<file path="config.mk">
export PLATFORM = sky130hd
export DESIGN_NAME = router_opl_top
export DESIGN_NICKNAME = d
export VERILOG_FILES = /design/src/ip_hdr_pkg.sv /design/src/stream_pkg.sv /design/src/hdr_decode.sv /design/src/out_rewrite.sv /design/src/pkt_fifo.sv /design/src/route_exec.sv /design/src/router_opl_top.sv
export SDC_FILE = /design/constraint.sdc
export NUM_CORES = 1
export LEC_CHECK = 0
export BUFFER_PORTS_ARGS = -buffer_cell sky130_fd_sc_hd__buf_2
export CAP_MARGIN = 10
export CELL_PAD_IN_SITES_DETAIL_PLACEMENT = 0
export CELL_PAD_IN_SITES_GLOBAL_PLACEMENT = 2
export CORE_MARGIN = 10
export CORE_UTILIZATION = 45
export DETAILED_ROUTE_END_ITERATION = 10
export MAX_ROUTING_LAYER = met4
export PLACE_DENSITY_LB_ADDON = 0.1
export SYNTH_ARGS = -nofsm -noshare
export SYNTH_HDL_FRONTEND = slang
export SYNTH_HIERARCHICAL = 1
export SYNTH_SLANG_ARGS = --single-unit
</file>
<file path="constraint.sdc">
create_clock -name AXI_ACLK -period 13.7 [get_ports AXI_ACLK]
set_clock_uncertainty 0.1 [all_clocks]
set_input_delay 2.74 -clock AXI_ACLK [delete_from_list [all_inputs] [get_ports AXI_ACLK]]
set_output_delay 2.74 -clock AXI_ACLK [all_outputs]
set_load 0.02 [all_outputs]
</file>
<file path="src/ip_hdr_pkg.sv">
//********************************************************************
// Ethernet/IPv4 header beat layout, seen as fields or as halfwords,
// checksum word positions and in-packet beat position codes
//********************************************************************

package ip_hdr_pkg;

  // First beat, Ethernet header then the start of IPv4
  typedef struct packed {
    logic [47:0] dst_mac;
    logic [47:0] src_mac;
    logic [15:0] ethertype;
    logic [7:0]  ver_ihl;
    logic [7:0]  tos;
    logic [15:0] total_len;
    logic [15:0] ident;
    logic [15:0] frag;
    logic [7:0]  ttl;
    logic [7:0]  proto;
    logic [15:0] hdr_csum;   // Carried checksum
    logic [31:0] src_ip;
    logic [15:0] dst_ip_hi;  // Rest of dst IP opens beat 1
  } hdr_fields_t;

  // Same 256 bits as halfwords, index 0 in the top bits
  typedef union packed {
    hdr_fields_t       f;
    logic [0:15][15:0] hw;
  } hdr_beat_u;

  // Checksum arithmetic
  localparam int CSUM_W = 16;
  localparam int SUM_W  = 2 * CSUM_W;  // Unfolded sum, room for carries

  // Halfwords of the IP header inside beat 0
  localparam int CSUM_WORD_FIRST = 7;   // ver_ihl/tos
  localparam int CSUM_WORD_LAST  = 15;  // dst_ip_hi
  localparam int CSUM_WORD_SKIP  = 12;  // Carried hdr_csum, left out
  localparam int B1_CSUM_WORD    = 0;   // Beat 1, low half of dst IP

  // Beat position inside a packet
  localparam int POS_W = 2;
  localparam logic [POS_W-1:0] POS_HDR    = 2'd0;  // Beat 0 at head
  localparam logic [POS_W-1:0] POS_SECOND = 2'd1;  // Beat 1 at head
  localparam logic [POS_W-1:0] POS_REST   = 2'd2;  // Payload beats

endpackage

</file>
<file path="src/stream_pkg.sv">
//********************************************************************
// Stream format constants: data and tuser widths, port byte fields
// in tuser, FIFO sizing and the one-hot port codes
//********************************************************************

package stream_pkg;

  // Bus widths
  localparam int DATA_W  = 256;
  localparam int TUSER_W = 128;

  // Port bytes in tuser
  localparam int SRC_PORT_POS = 16;  // One-hot source port
  localparam int DST_PORT_POS = 24;  // One-hot destination port
  localparam int PORT_W       = 8;

  // Input FIFO
  localparam int FIFO_DEPTH_BITS = 2;
  localparam int FIFO_DEPTH      = 1 << FIFO_DEPTH_BITS;

  // Ready drops at this fill level, leaves one slot of slack
  localparam logic [FIFO_DEPTH_BITS:0] FIFO_NEAR_FULL =
    (FIFO_DEPTH_BITS + 1)'(FIFO_DEPTH - 1);

  // Physical MAC ports sit on even bits
  localparam logic [PORT_W-1:0] PORT_NF0 = 8'b0000_0001;
  localparam logic [PORT_W-1:0] PORT_NF1 = 8'b0000_0100;
  localparam logic [PORT_W-1:0] PORT_NF2 = 8'b0001_0000;
  localparam logic [PORT_W-1:0] PORT_NF3 = 8'b0100_0000;

  // Odd bits are the CPU DMA queues
  localparam logic [PORT_W-1:0] CPU_PORT_MASK = 8'b1010_1010;

endpackage

</file>
<file path="src/hdr_decode.sv">
//********************************************************************
// Beat position tracking (header, second, rest) at the FIFO head
// Pop and fire strobes, source port slice out of tuser
//********************************************************************

`timescale 1ns/1ps

module hdr_decode (
  input  logic                              AXI_ACLK,
  input  logic                              AXI_RESETN,
  input  logic                              head_valid,
  input  logic                              head_last,
  input  logic [stream_pkg::TUSER_W-1:0]    head_tuser,
  input  logic                              out_ready,
  output logic                              pop,
  output logic                              beat_fire,
  output logic                              hdr_beat,
  output logic                              second_fire,
  output logic [stream_pkg::PORT_W-1:0]     src_port
);

  logic [ip_hdr_pkg::POS_W-1:0] pos;  // Where the head beat sits

  // Head beat leaves this cycle
  assign beat_fire = head_valid & out_ready;
  assign pop       = beat_fire;       // FIFO advances on every transfer

  // First beat visible at the head, used for rewrite and sum start
  assign hdr_beat    = head_valid & (pos == ip_hdr_pkg::POS_HDR);
  assign second_fire = beat_fire & (pos == ip_hdr_pkg::POS_SECOND);

  assign src_port = head_tuser[stream_pkg::SRC_PORT_POS +: stream_pkg::PORT_W];

  // Header -> second -> rest, any tlast goes back to header
  always_ff @(posedge AXI_ACLK) begin
    if (!AXI_RESETN) begin
      pos <= ip_hdr_pkg::POS_HDR;
    end else if (beat_fire) begin
      if (head_last)
        pos <= ip_hdr_pkg::POS_HDR;  // Also covers one-beat packets
      else if (pos == ip_hdr_pkg::POS_HDR)
        pos <= ip_hdr_pkg::POS_SECOND;
      else
        pos <= ip_hdr_pkg::POS_REST;
    end
  end

endmodule

</file>
<file path="src/out_rewrite.sv">
//********************************************************************
// Destination byte rewrite on the header beat
// Checksum fold, invert and the registered per-packet report
//********************************************************************

`timescale 1ns/1ps

module out_rewrite (
  input  logic                           AXI_ACLK,
  input  logic                           AXI_RESETN,
  input  logic [stream_pkg::TUSER_W-1:0] head_tuser,
  input  logic                           hdr_beat,
  input  logic [stream_pkg::PORT_W-1:0]  dst_port,
  input  logic [ip_hdr_pkg::SUM_W-1:0]   csum_sum,
  input  logic [ip_hdr_pkg::CSUM_W-1:0]  rx_csum,
  input  logic                           sum_done,
  output logic [stream_pkg::TUSER_W-1:0] m_axis_tuser,
  output logic                           csum_valid,
  output logic [ip_hdr_pkg::CSUM_W-1:0]  hdr_csum,
  output logic                           csum_match
);

  localparam int CW = ip_hdr_pkg::CSUM_W;

  logic [CW:0]   fold1;      // First fold, may carry
  logic [CW-1:0] fold2;      // Cannot carry again
  logic [CW-1:0] csum_calc;

  // Only the header beat gets a new destination
  always_comb begin
    m_axis_tuser = head_tuser;
    if (hdr_beat && (dst_port != '0))
      m_axis_tuser[stream_pkg::DST_PORT_POS +: stream_pkg::PORT_W] = dst_port;
  end

  // End-around carry, twice is enough for this sum size
  assign fold1     = {1'b0, csum_sum[CW-1:0]} + {1'b0, csum_sum[ip_hdr_pkg::SUM_W-1:CW]};
  assign fold2     = fold1[CW-1:0] + {{(CW-1){1'b0}}, fold1[CW]};
  assign csum_calc = ~fold2;

  always_ff @(posedge AXI_ACLK) begin
    if (!AXI_RESETN)
      csum_valid <= 1'b0;
    else
      csum_valid <= sum_done;  // One pulse per packet
  end

  // Report payload, held until the next packet
  always_ff @(posedge AXI_ACLK) begin
    if (sum_done) begin
      hdr_csum   <= csum_calc;
      csum_match <= (csum_calc == rx_csum);
    end
  end

endmodule

</file>
<file path="src/pkt_fifo.sv">
//********************************************************************
// Small fall-through FIFO for tdata, tuser and tlast
// Oldest entry is presented at the head, pop is combinational
//********************************************************************

`timescale 1ns/1ps

module pkt_fifo (
  input  logic                           AXI_ACLK,
  input  logic                           AXI_RESETN,
  input  logic [stream_pkg::DATA_W-1:0]  wr_tdata,
  input  logic [stream_pkg::TUSER_W-1:0] wr_tuser,
  input  logic                           wr_tlast,
  input  logic                           wr_en,
  input  logic                           pop,
  output logic [stream_pkg::DATA_W-1:0]  head_tdata,
  output logic [stream_pkg::TUSER_W-1:0] head_tuser,
  output logic                           head_tlast,
  output logic                           head_valid,
  output logic                           nearly_full
);

  // Storage
  logic [stream_pkg::DATA_W-1:0]  data_mem [stream_pkg::FIFO_DEPTH];
  logic [stream_pkg::TUSER_W-1:0] user_mem [stream_pkg::FIFO_DEPTH];
  logic                           last_mem [stream_pkg::FIFO_DEPTH];

  logic [stream_pkg::FIFO_DEPTH_BITS-1:0] wr_ptr;
  logic [stream_pkg::FIFO_DEPTH_BITS-1:0] rd_ptr;
  logic [stream_pkg::FIFO_DEPTH_BITS:0]   count;  // 0..DEPTH

  always_ff @(posedge AXI_ACLK) begin
    if (wr_en) begin
      data_mem[wr_ptr] <= wr_tdata;
      user_mem[wr_ptr] <= wr_tuser;
      last_mem[wr_ptr] <= wr_tlast;
    end
  end

  // Pointers wrap naturally at the depth
  always_ff @(posedge AXI_ACLK) begin
    if (!AXI_RESETN) begin
      wr_ptr <= '0;
      rd_ptr <= '0;
      count  <= '0;
    end else begin
      if (wr_en)
        wr_ptr <= wr_ptr + 1'b1;
      if (pop)
        rd_ptr <= rd_ptr + 1'b1;
      case ({wr_en, pop})
        2'b10:   count <= count + 1'b1;
        2'b01:   count <= count - 1'b1;
        default: count <= count;  // Both or neither
      endcase
    end
  end

  // Head straight off the read pointer
  assign head_tdata = data_mem[rd_ptr];
  assign head_tuser = user_mem[rd_ptr];
  assign head_tlast = last_mem[rd_ptr];
  assign head_valid = (count != '0);

  // Leaves room for a beat already in flight
  assign nearly_full = (count >= stream_pkg::FIFO_NEAR_FULL);

endmodule

</file>
<file path="src/route_exec.sv">
//********************************************************************
// Destination port map from the source port
// Header checksum accumulation over beat 0 and the top of beat 1
//********************************************************************

`timescale 1ns/1ps

module route_exec (
  input  logic                           AXI_ACLK,
  input  logic                           AXI_RESETN,
  input  logic [stream_pkg::DATA_W-1:0]  head_tdata,
  input  logic [stream_pkg::PORT_W-1:0]  src_port,
  input  logic                           beat_fire,
  input  logic                           hdr_beat,
  input  logic                           second_fire,
  output logic [stream_pkg::PORT_W-1:0]  dst_port,
  output logic [ip_hdr_pkg::SUM_W-1:0]   csum_sum,
  output logic [ip_hdr_pkg::CSUM_W-1:0]  rx_csum,
  output logic                           sum_done
);

  localparam int PAD_W = ip_hdr_pkg::SUM_W - ip_hdr_pkg::CSUM_W;

  ip_hdr_pkg::hdr_beat_u           beat;
  logic [ip_hdr_pkg::SUM_W-1:0]    hdr_sum;   // Beat 0 part
  logic                            cpu_src;

  assign beat    = head_tdata;
  assign cpu_src = |(src_port & stream_pkg::CPU_PORT_MASK);  // Any odd bit

  // Later source bits win the port map
  always_comb begin
    dst_port = '0;  // Zero means leave tuser alone
    if (cpu_src) begin
      dst_port = stream_pkg::PORT_NF1;
    end else begin
      if (src_port[0]) dst_port = stream_pkg::PORT_NF1;
      if (src_port[2]) dst_port = stream_pkg::PORT_NF0;
      if (src_port[4]) dst_port = stream_pkg::PORT_NF3;
      if (src_port[6]) dst_port = stream_pkg::PORT_NF2;
    end
  end

  // Beat 0 IP header halfwords except the carried checksum
  always_comb begin
    hdr_sum = '0;
    for (int i = ip_hdr_pkg::CSUM_WORD_FIRST; i <= ip_hdr_pkg::CSUM_WORD_LAST; i++) begin
      if (i != ip_hdr_pkg::CSUM_WORD_SKIP)
        hdr_sum = hdr_sum + {{PAD_W{1'b0}}, beat.hw[i]};
    end
  end

  // Sum starts on the header beat and takes beat 1 on the second fire
  always_ff @(posedge AXI_ACLK) begin
    if (beat_fire && hdr_beat) begin
      csum_sum <= hdr_sum;
      rx_csum  <= beat.f.hdr_csum;
    end else if (second_fire) begin
      csum_sum <= csum_sum + {{PAD_W{1'b0}}, beat.hw[ip_hdr_pkg::B1_CSUM_WORD]};
    end
  end

  // Strobe rides along with the beat 1 update
  always_ff @(posedge AXI_ACLK) begin
    if (!AXI_RESETN)
      sum_done <= 1'b0;
    else
      sum_done <= second_fire;
  end

endmodule

</file>
<file path="src/router_opl_top.sv">
//********************************************************************
// Output port lookup stage top level
// Input FIFO, beat decode, route/checksum execute, tuser rewrite
//********************************************************************

`timescale 1ns/1ps

module router_opl_top (
  input  logic                           AXI_ACLK,
  input  logic                           AXI_RESETN,

  // Slave stream from the RX queues
  input  logic [stream_pkg::DATA_W-1:0]  s_axis_tdata,
  input  logic [stream_pkg::TUSER_W-1:0] s_axis_tuser,
  input  logic                           s_axis_tvalid,
  output logic                           s_axis_tready,
  input  logic                           s_axis_tlast,

  // Master stream to the output queues
  output logic [stream_pkg::DATA_W-1:0]  m_axis_tdata,
  output logic [stream_pkg::TUSER_W-1:0] m_axis_tuser,
  output logic                           m_axis_tvalid,
  input  logic                           m_axis_tready,
  output logic                           m_axis_tlast,

  // Checksum report, strobe only
  output logic                           csum_valid,
  output logic [ip_hdr_pkg::CSUM_W-1:0]  hdr_csum,
  output logic                           csum_match
);

  logic                           wr_en;
  logic                           nearly_full;
  logic [stream_pkg::TUSER_W-1:0] head_tuser;  // Before rewrite
  logic                           pop;
  logic                           beat_fire;
  logic                           hdr_beat;
  logic                           second_fire;
  logic [stream_pkg::PORT_W-1:0]  src_port;
  logic [stream_pkg::PORT_W-1:0]  dst_port;
  logic [ip_hdr_pkg::SUM_W-1:0]   csum_sum;
  logic [ip_hdr_pkg::CSUM_W-1:0]  rx_csum;
  logic                           sum_done;

  assign s_axis_tready = ~nearly_full;
  assign wr_en         = s_axis_tvalid & s_axis_tready;

  // Head data and tlast leave unchanged
  pkt_fifo u_fifo (
    .AXI_ACLK    (AXI_ACLK),
    .AXI_RESETN  (AXI_RESETN),
    .wr_tdata    (s_axis_tdata),
    .wr_tuser    (s_axis_tuser),
    .wr_tlast    (s_axis_tlast),
    .wr_en       (wr_en),
    .pop         (pop),
    .head_tdata  (m_axis_tdata),
    .head_tuser  (head_tuser),
    .head_tlast  (m_axis_tlast),
    .head_valid  (m_axis_tvalid),
    .nearly_full (nearly_full)
  );

  hdr_decode u_decode (
    .AXI_ACLK    (AXI_ACLK),
    .AXI_RESETN  (AXI_RESETN),
    .head_valid  (m_axis_tvalid),
    .head_last   (m_axis_tlast),
    .head_tuser  (head_tuser),
    .out_ready   (m_axis_tready),
    .pop         (pop),
    .beat_fire   (beat_fire),
    .hdr_beat    (hdr_beat),
    .second_fire (second_fire),
    .src_port    (src_port)
  );

  route_exec u_exec (
    .AXI_ACLK    (AXI_ACLK),
    .AXI_RESETN  (AXI_RESETN),
    .head_tdata  (m_axis_tdata),
    .src_port    (src_port),
    .beat_fire   (beat_fire),
    .hdr_beat    (hdr_beat),
    .second_fire (second_fire),
    .dst_port    (dst_port),
    .csum_sum    (csum_sum),
    .rx_csum     (rx_csum),
    .sum_done    (sum_done)
  );

  out_rewrite u_result (
    .AXI_ACLK     (AXI_ACLK),
    .AXI_RESETN   (AXI_RESETN),
    .head_tuser   (head_tuser),
    .hdr_beat     (hdr_beat),
    .dst_port     (dst_port),
    .csum_sum     (csum_sum),
    .rx_csum      (rx_csum),
    .sum_done     (sum_done),
    .m_axis_tuser (m_axis_tuser),
    .csum_valid   (csum_valid),
    .hdr_csum     (hdr_csum),
    .csum_match   (csum_match)
  );

endmodule

</file>
### Word level (Yosys, flattened, before mapping)

Memory sizes are Yosys's and may differ from the RTL's. A register that Yosys moved wholly into a read port is not among the register bits.
Cells that the tools add are included.

| word-level totals | value |
|---|---|
| register bits | 76 |
| RAM bits | 1540 |
| input bits | 389 |
| output and inout bits | 405 |
| logic and storage cells | 65 |
| memories kept | 3 |

Memories:

| memory | words | bits a word | rd ports | clocked after memory_dff | write ports | RTL line | source |
|---|---|---|---|---|---|---|---|
| u_fifo.data_mem | 4 | 256 | 1 | 1 | 1 | pkt_fifo.sv:24 | `logic [stream_pkg::DATA_W-1:0] data_mem [stream_pkg::FIFO_DEPTH];` |
| u_fifo.user_mem | 4 | 128 | 1 | 1 | 1 | pkt_fifo.sv:25 | `logic [stream_pkg::TUSER_W-1:0] user_mem [stream_pkg::FIFO_DEPTH];` |
| u_fifo.last_mem | 4 | 1 | 1 | 1 | 1 | pkt_fifo.sv:26 | `logic last_mem [stream_pkg::FIFO_DEPTH];` |

| cells by class | value |
|---|---|
| $add $sub $neg | 14 |
| $lt $le $gt $ge | 1 |
| equality and inequality tests | 4 |
| muxes and demuxes | 19 |
| bitwise gates (word level) | 6 |
| reduce and logical (&&, ||, !) cells | 8 |

Operators with widths:

| cell | number |
|---|---|
| adder 32 x 16 -> 32 bit | 7 |
| 2-to-1 mux 32 bit | 2 |
| adder 16 x 16 -> 17 bit | 2 |
| 2-to-1 mux 7 bit | 3 |
| adder 16 x 1 -> 16 bit | 1 |
| == test 16 bit | 1 |
| 2-to-1 mux 2 bit | 8 |
| NOT 16 bit | 1 |
| 2-to-1 mux 8 bit | 1 |
| nonzero test 8 bit | 1 |
| 2-to-1 mux 3 bit | 2 |
| one-hot mux 3 bit (2 select lines) | 1 |
| adder 2 x 1 -> 2 bit (second input constant) | 2 |
| AND 1 bit | 4 |
| == test 2 x 1 -> 1 bit (second input constant) | 2 |
| nonzero test 2 bit | 2 |
| OR reduction 4 bit | 1 |
| adder 3 x 1 -> 3 bit (second input constant) | 1 |
| >= comparator 3 x 2 -> 1 bit (second input constant) | 1 |
| nonzero test 3 bit | 1 |
| subtractor 3 x 1 -> 3 bit (second input constant) | 1 |
| == test 2 bit (second input constant) | 1 |
| logical AND 1 bit | 2 |
| logical NOT 2 bit | 1 |
| other kinds (2) | 3 |

### Logic depth before layout (Yosys ltp)

Gate-level depths: netlist of the first run.

| logic depth | value |
|---|---|
| word-level depth | 8 |
| depth in mapped cells | 28 |
| depth with buffers taken out | 24 |

### By module

Netlist of the first run, hierarchy kept.

By module, submodules not included:

| module | times used | cells an instance | area each (sq um) | seq. area each (sq um) |
|---|---|---|---|---|
| pkt_fifo | 1 | 2057 | 56041.2 | 46424.5 |
| route_exec | 1 | 667 | 6471.2 | 1461.4 |
| out_rewrite | 1 | 387 | 3301.9 | 530.5 |
| hdr_decode | 1 | 21 | 176.4 | 40.0 |
| router_opl_top | 1 | 2 | 10.0 | 0.0 |

### Worst setup path after synthesis of the first run

Ideal clock, no wire load.

| timing | value |
|---|---|
| kind | input port to flip-flop |
| from | input port s_axis_tvalid |
| to | memory u_fifo/data_mem[0][0] (netlist bit), enable pin |
| setup time | 796 ps |
| arrival | 11802 ps |
| required time | 12804 ps |
| path slack | 1002 ps |
| stages on the path | 2 |
| buffers on the path | 0 |
| path through | nor2b_1 > and2_1 |

| between the ends | value |
|---|---|
| cells in the longest elaborated chain, start to end | 3 |

RTL lines:

| item | RTL line | source |
|---|---|---|
| start, declared | router_opl_top.sv:15 | `input logic s_axis_tvalid,` |
| AND 1 bit | router_opl_top.sv:46 | `assign wr_en = s_axis_tvalid & s_axis_tready;` |
| 2-to-1 mux 1 bit | pkt_fifo.sv:33 | `if (wr_en) begin` |
| 2-to-1 mux 1 bit (implied by the code) | pkt_fifo.sv:34 | `data_mem[wr_ptr] <= wr_tdata;` |
| end, declared | pkt_fifo.sv:24 |  |

Every way passes these cells.

==> results.json, run 1 <==
{
  "critPathMaxFanout": 61,
  "vias": 32490,
  "ys_seq_area_share_pct": 73.42,
  "cts_root_buf": "clkbuf_16",
  "finish.utilization_pct": 52.40,
  "totalWireLength_mm": 164.8,
  "finalNetCount": 4447,
  "synth-seq-cells": 1618,
  "synthCells": 3134,
  "crit_arrival_ps": 4930,
  "slew_headroom_pct": 14.62,
  "pre_cts_slack_ps": 5860,
  "worst_pin_slew_ps": 1281,
  "numCtsBuffers": 168,
  "clockBufferDepth": 3,
  "cts_tree": "done",
  "netlist.area_leader.share_pct": 73.02,
  "clk_pin_slew_ps": 60,
  "report.final.hold_viol_count": 0,
  "cts.hold.buffers_added": 0,
  "globalplace.congestion": 0.8209,
  "clk_latency_ps": 800,
  "syn_area_mm2": 0.06600,
  "slew_violations": 0,
  "antenna_left": 0,
  "status": "completed",
  "timing.final.crit_share_pct": 56.71,
  "grt_pass1_wl_mm": 238.5,
  "drv_cap": 0,
  "grt_overflow": 0,
  "htreeDepth": 4,
  "dp_hpwl_mm": 114.2,
  "synthArstFlopShare_pct": 0,
  "start_util_pct": 45.29,
  "fin_setup_tns_ps": 0,
  "io_buffer_count": 793,
  "design_area_mm2": 0.07636,
  "cts_num_sinks": 1618,
  "synth.area.top_cells": "edfxtp_1, mux4_2, fa_1",
  "drc_errors": 0,
  "ys_top_cells_by_count": "edfxtp_1, mux4_2, buf_4",
  "antenna_found_initial": 99,
  "firstDrtPassIters": 5,
  "rows": 140,
  "rsz0062_at_grt": "no",
  "fmax_mhz": 128.7,
  "endpoint_kind": "output port",
  "synth_edf_count": 1605,
  "min_period_ps": 7770,
  "ys.flop_type": "edfxtp_1",
  "grt_max_degree": 135,
  "layout_setup_ws_ps": 5930,
  "final_layout_size_suffix_gt1_share_pct": 36.93,
  "ctsResizeCount": 0,
  "yosysWarnings": 6,
  "die_w_um": 403.0,
  "die_h_um": 403.0,
  "yosysTopAreaCell": "edfxtp_1",
  "dieArea_mm2": 0.1624,
  "core_mm2": 0.1457,
  "io-pin-count": 794,
  "hold_class": "reg2reg",
  "place_area_mm2": 0.07098,
  "syn_area_per_cell_um2": 21.06,
  "synthDistinctLibCells": 107,
  "vias_per_cell": 5.402,
  "syn_to_final_growth_pct": 15.70,
  "setup_viol_count_final": 0,
  "first_global_vias": 34500,
  "drtIter0Drc": 2202,
  "worstSetupPathType": "reg2out",
  "postCtsSetupBuffers": 0,
  "crit_required_ps": 10860,
  "cp-start-kind": "register",
  "synth_most_common_cell": "edfxtp_1",
  "track_usage_pct": 20.65,
  "wl_per_cell_um": 27.40
}
==> metrics by stage <==
stage	std cells	hold slack (ps)
6_report	6015	399.1
5_1_grt	6008	429.6
4_1_cts	5946	397.5
3_5_place_dp	5645	389.2
3_3_place_gp	5645	383.0
2_1_floorplan	3137	370.9
==> critical path, stage by stage, from the launching register on <==
cell and delay, ps:
dfxtp_4 790, buf_12 460, mux4_2 610, nor4_1 580, o41ai_1 210, or4_1 430, o21ai_1 460, nand2_1 110
nand2_1 90, buf_2 160
==> placed cells by master, fill, tap and decap left out, types with 20 or more instances in the layout <==
master	instances
a21o_1	21
a21oi_1	64
buf_2	793
buf_4	30
clkbuf_1	39
clkbuf_16	170
clkinv_1	42
clkinv_2	20
diode_2	69
edfxtp_1	1605
fa_1	82
ha_1	78
inv_1	119
mux4_2	385
nand2_1	81
nor2_1	60
o21ai_0	34
xnor2_1	42
xor2_1	30
==> cells by family after synthesis <==
logic type | Yosys count | share of synthesized area (%)
DFF | 1618 | 73.42
buffers and inverters | 358 | 3.371
xor gates and xnor gates | 76 | 1.101
adders and majority gates | 160 | 3.966
and+or+nand+nor | 301 | 2.427
AOI/OAI and AO/OA | 228 | 2.468
other | 1 | 0.005682
muxes | 392 | 13.24
==> area by class of cell <==
| class | count | area [µm²] |
|---|---|---|
| fill | 11660 | 69380 |
| sequential | 1618 | 48460 |
| multi-input combinational | 1161 | 15340 |
| clock buffer | 210 | 4414 |
| timing repair buffer | 830 | 4334 |
| tap | 1917 | 2399 |
| clock inverter | 91 | 790.8 |
| inverter | 119 | 446.7 |
| antenna | 69 | 172.7 |
==> path summary, 6_finish.rpt <==
| check | start | to | slack, ps | cells after the start |
|---|---|---|---|---|
| max | register | m_axis_tuser[29] | 5930 | 9 |
| min | u_decode/pos[1] | u_decode/pos[1] | 400 | 2 |
| max reg2reg | register | u_exec/csum_sum[13] | 5930 | 23 |
| min reg2reg | u_decode/pos[1] | u_decode/pos[1] | 400 | 2 |
==> flip-flops by register name, summed over array words and instances, names as in the netlist, 3 cells and up, named ones only <==
signal             count
u_result/hdr_csum     16
u_fifo/last_mem        4
u_exec/csum_sum       32
u_exec/rx_csum        16
u_fifo/user_mem      512
u_fifo/data_mem     1024
u_fifo/count           3
==> layer usage <==
layer	part of all wire (%)	global-route usage, %	vias to the layer above	wire (µm)
met5	0	-	-	0
met1	39	24.56	16910	64080
met2	49	32.41	1049	81040
met3	8.2	7.106	287	13570
li1	-	-	14250	-
met4	3.7	8.104	0	6131
Power of run 1 is left out: the tool's default activity adds up to more than one toggle a clock period on the data nets, which glitch-free logic cannot reach.
==> run 2, diff against run 1 <==
- CORE_UTILIZATION: 45 -> 40
- clock period: 13.7 -> 7.1 ns (I/O delays scaled with it)
==> run 2 against run 1 <==
Wire length grew 3.2%. First-iteration DRC count is essentially flat. Via count shrank 1.0%. Sequential share of layout area shrank 0.69 points. Cell area grew 1.1%. Flip-flop and latch count is the same. Critical path depth grew 12. Cell count grew 4.6%. Critical path type is now reg2reg. Highest routed layer unchanged.
==> results.json, run 2 (synthesis gave the netlist of run 1 again) <==
{
  "grt_max_degree": 132,
  "cts_root_buf": "clkbuf_16",
  "slew_violations": 0,
  "slew_headroom_pct": 31.07,
  "rr_worst_depth": 21,
  "fin_setup_tns_ps": 0,
  "num-fill-cells": 14070,
  "min_period_ps": 6721,
  "vias_per_cell": 5.112,
  "crit_required_ps": 7520,
  "io-pin-count": 794,
  "crit_arrival_ps": 7140,
  "setup_viol_count_final": 0,
  "drtIter0Drc": 2204,
  "reg2reg_setup_slack_ps": 380,
  "finalNetCount": 4467,
  "endpoint_kind": "register",
  "wl_per_cell_um": 27.06,
  "htreeDepth": 4,
  "dp_hpwl_mm": 116.4,
  "grt_pass1_wl_mm": 244.0,
  "fmax_mhz": 148.8,
  "clk_pin_slew_ps": 60,
  "clockBufferDepth": 3,
  "start_util_pct": 40.14,
  "antenna_left": 0,
  "vias": 32150,
  "holdWs_ps": 421.8,
  "final_layout_size_suffix_gt1_share_pct": 37.60,
  "final_common_cell": "edfxtp_1",
  "track_usage_pct": 18.99,
  "report.final.hold_viol_count": 0,
  "cts_num_sinks": 1618,
  "drv_cap": 0,
  "timing.final.crit_share_pct": 94.66,
  "reg_top3": "u_fifo/data_mem: 1024 flops, u_fifo/user_mem: 512 flops, u_exec/csum_sum: 32 flops",
  "rsz0062_at_grt": "no",
  "die_w_um": 426.2,
  "critPathMaxFanout": 12,
  "r2r-end": "u_exec/csum_sum[13]",
  "cts_tree": "done",
  "hold_class": "reg2reg",
  "io_buffer_count": 793,
  "dieArea_mm2": 0.1817,
  "rows": 149,
  "die_h_um": 426.2,
  "cts.hold.buffers_added": 0,
  "design_area_mm2": 0.07720,
  "largest_register_ffs": 1024,
  "syn_to_final_growth_pct": 16.96,
  "largest-register": "u_fifo/data_mem",
  "status": "completed",
  "numCtsBuffers": 173,
  "firstDrtPassIters": 5,
  "drc_errors": 0,
  "core_mm2": 0.1644,
  "totalWireLength_mm": 170.2,
  "globalplace.congestion": 0.7677,
  "cp-start-kind": "register",
  "worstSetupPathType": "reg2reg",
  "first_global_vias": 33940,
  "final_cell_mix": "edfxtp_1, buf_2, mux4_2, clkbuf_16, inv_1",
  "clk_latency_ps": 810,
  "crit_end": "u_exec/csum_sum[13]",
  "grt_overflow": 0,
  "place_area_mm2": 0.07158,
  "antenna_found_initial": 88,
  "worst_pin_slew_ps": 1034
}
==> run 2: cell types whose count changed in the layout (fill, tap and decap cells not counted), sizes merged, moves of 3 or more <==
| cell | delta |
|---|---|
| diode | -28 |
| buf | +15 |
| clkbuf | +8 |
| inv | +4 |
| bufinv | +3 |
==> run 2: worst min-delay path by stage <==
stage                          from              end  depth (start not counted)
global placement    u_decode/pos[0]  u_decode/pos[0]                          2
detailed placement  u_decode/pos[0]  u_decode/pos[0]                          2
finish              u_fifo/count[2]  u_fifo/count[2]                          2
CTS                 u_decode/pos[0]  u_decode/pos[0]                          2
global route        u_decode/pos[0]  u_decode/pos[0]                          2
floorplan           u_decode/pos[1]  u_decode/pos[1]                          2
==> run 2: metal layers <==
| metal | up-vias | track usage (%) | wire length, µm |
|---|---|---|---|
| met5 | - | - | 0 |
| met4 | 0 | 6.871 | 5926 |
| met3 | 325 | 5.352 | 10690 |
| met2 | 837 | 31.43 | 87560 |
| met1 | 16750 | 22.15 | 65970 |
| li1 | 14240 | - | - |
==> run 2: timing repair <==
| item | CTS | global route |
|---|---|---|
| buffers inserted | 0 | 5 |
| setup endpoints to repair | 8 | 12 |
| endpoints found under the hold margin | 0 | 0 |
| resized for setup | 1 | 4 |
==> run 2: through the flow <==
stage                     util, %  worst slack, ps  std cells
after floorplan                 -            26.80       3137
after CTS                   46.85            153.8       6243
after detailed placement    43.53            199.5       5928
final                       46.95            379.0       6289
after global routing        46.94            4.097       6285
after global placement      43.53            234.6       5928
==> run 2: cell type report <==
cell class | instances | area, µm² | share of cell area, %
timing repair buffer | 845 | 4624 | 5.990
clock buffer | 218 | 4569 | 5.919
inverter | 119 | 446.7 | 0.5786
tap | 2189 | 2739 | 3.548
antenna | 41 | 102.6 | 0.1329
clock inverter | 98 | 895.9 | 1.160
multi-input combinational | 1161 | 15360 | 19.89
sequential | 1618 | 48460 | 62.78
==> run 2: critical path, stage by stage, from the launching register on <==
cell and delay [ps]:
dfxtp_4 490, mux4_2 580, fa_1 460, fa_1 520
ha_1 190, inv_1 70, fa_1 440, nor2b_1 120
o21ai_0 130, a21boi_1 290, o21a_1 150, nor2_1 60
xnor2_1 440, fa_1 490, ha_1 350, and3_1 230
and2_0 150, a311o_1 380, a2111oi_2 360, nor3_1 120
xnor2_1 220, a21oi_1 100
Power of run 2 is left out for the same reason.
==> run 3, diff against run 2 <==
- CORE_UTILIZATION: 40 -> 45
- clock period: 7.1 -> 6.4 ns (I/O delays scaled with it)
==> run 3 against run 2 <==
Cell count is 2.8% lower. Die area decreased by 11%. Critical endpoint is now u_exec/csum_sum[17]. Highest routed layer unchanged. Register-to-register slack got worse by 270 ps. Wire length is 1.2% lower. Worst setup slack worse by 270 ps. Cell area increased by 0.85%.
==> results.json, run 3 (synthesis gave the netlist of run 1 again) <==
{
  "status": "completed",
  "drv_cap": 0,
  "multi_input_comb_area_mm2": 0.01563,
  "cp-start-kind": "register",
  "worstSetupPathType": "reg2reg",
  "crit_slowest_cell": "or4_4",
  "cts.hold.buffers_added": 0,
  "grt_max_degree": 99,
  "syn_to_final_growth_pct": 17.96,
  "grt_pass1_wl_mm": 243.9,
  "dp_hpwl_mm": 117.5,
  "endpoint_kind": "register",
  "num-fill-cells": 11610,
  "crit_arrival_ps": 6700,
  "dp.cells": 5743,
  "first_global_vias": 35180,
  "fin_setup_tns_ps": 0,
  "totalWireLength_mm": 168.1,
  "slew_headroom_pct": 36.14,
  "timing.final.crit_share_pct": 98.35,
  "vias_per_cell": 5.395,
  "largest-register": "u_fifo/data_mem",
  "clk_latency_ps": 800,
  "drtIter0Drc": 2116,
  "final_cell_mix": "edfxtp_1, buf_2, mux4_2, clkbuf_16, buf_4",
  "critPathMaxFanout": 7,
  "fin_cells": 6111,
  "min_period_ps": 6294,
  "hold_class": "reg2reg",
  "clockBufferDepth": 3,
  "dieArea_mm2": 0.1624,
  "cts_num_sinks": 1618,
  "rows": 140,
  "antenna_found_initial": 87,
  "rsz0062_at_grt": "yes",
  "globalplace.congestion": 0.8178,
  "slew_violations": 0,
  "vias": 32970,
  "die_w_um": 403.0,
  "cts_root_buf": "clkbuf_16",
  "worst_pin_slew_ps": 957.8,
  "track_usage_pct": 21.01,
  "final_common_cell": "edfxtp_1",
  "cpPeakStageDelay_ps": 560,
  "drc_errors": 0,
  "finalNetCount": 4566,
  "io_buffer_count": 793,
  "crit_required_ps": 6800,
  "core_mm2": 0.1457,
  "antenna_left": 0,
  "setup_viol_count_final": 0,
  "layout_setup_ws_ps": 105.7,
  "htreeDepth": 4,
  "seqCellArea_mm2": 0.04846,
  "start_util_pct": 45.29,
  "clk_pin_slew_ps": 60,
  "die_h_um": 403.0,
  "holdWs_ps": 406.9,
  "final_layout_size_suffix_gt1_share_pct": 40.12,
  "wl_per_cell_um": 27.52,
  "io-pin-count": 794,
  "cts_tree": "done",
  "report.final.hold_viol_count": 0,
  "reg_top3": "u_fifo/data_mem: 1024 flops, u_fifo/user_mem: 512 flops, u_exec/csum_sum: 32 flops",
  "numCtsBuffers": 170,
  "largest_register_ffs": 1024,
  "pre_cts_slack_ps": -229.5,
  "fmax_mhz": 158.9,
  "grt_overflow": 0,
  "firstDrtPassIters": 7
}
==> run 3: path summary, 6_finish.rpt <==
path / start / to / slack, ps / cells after the start
setup / recovery: register / u_exec/csum_sum[17] / 110 / 26
hold / removal: u_decode/pos[1] / u_decode/pos[1] / 410 / 2
setup reg to reg: register / u_exec/csum_sum[17] / 110 / 26
hold reg to reg: u_decode/pos[1] / u_decode/pos[1] / 410 / 2
==> run 3: layout make-up <==
type / count / area share (%)
clock inverters: 87 / 1.062
clock buffers: 211 / 5.716
inverters: 119 / 0.5737
diodes: 51 / 0.1639
multi-input cells: 1161 / 20.08
flip-flops and latches: 1618 / 62.25
repair buffers: 947 / 7.076
well taps: 1917 / 3.081
==> run 3: worst max-delay path: cells and delay by family (launching register included) <==
family / cells / cell delay [ps]
adder cells (fa/ha/maj): 5 / 1970
buffers and inverters: 7 / 760
AO/OA/AOI/OAI: 7 / 1060
AND/OR/NAND/NOR: 4 / 840
multiplexers: 1 / 520
flip-flops: 1 / 480
XOR/XNOR: 2 / 320
==> run 3: timing repair <==
item                       CTS  global route
pin swaps                   12            46
buffers inserted             1            15
gates resized for setup     13            62
cloned                       0             3
setup endpoints to repair    8            10
==> run 3: layer usage <==
layer  track usage [%]  vias to the layer above  share of wire, %
met3             6.295                      251               7.4
met5                 -                        -                 0
met2             33.89                      995                51
met4             6.573                        0               2.5
met1             25.50                    17260                39
li1                  -                    14460                 -
==> run 3: through the flow <==
stage	utilization [%]	instance area, µm²
after floorplan	-	66020
after global placement	49.33	71900
after detailed placement	49.33	71900
after CTS	53.00	77240
after global routing	53.41	77840
final	53.42	77850
Power of run 3 is left out for the same reason.
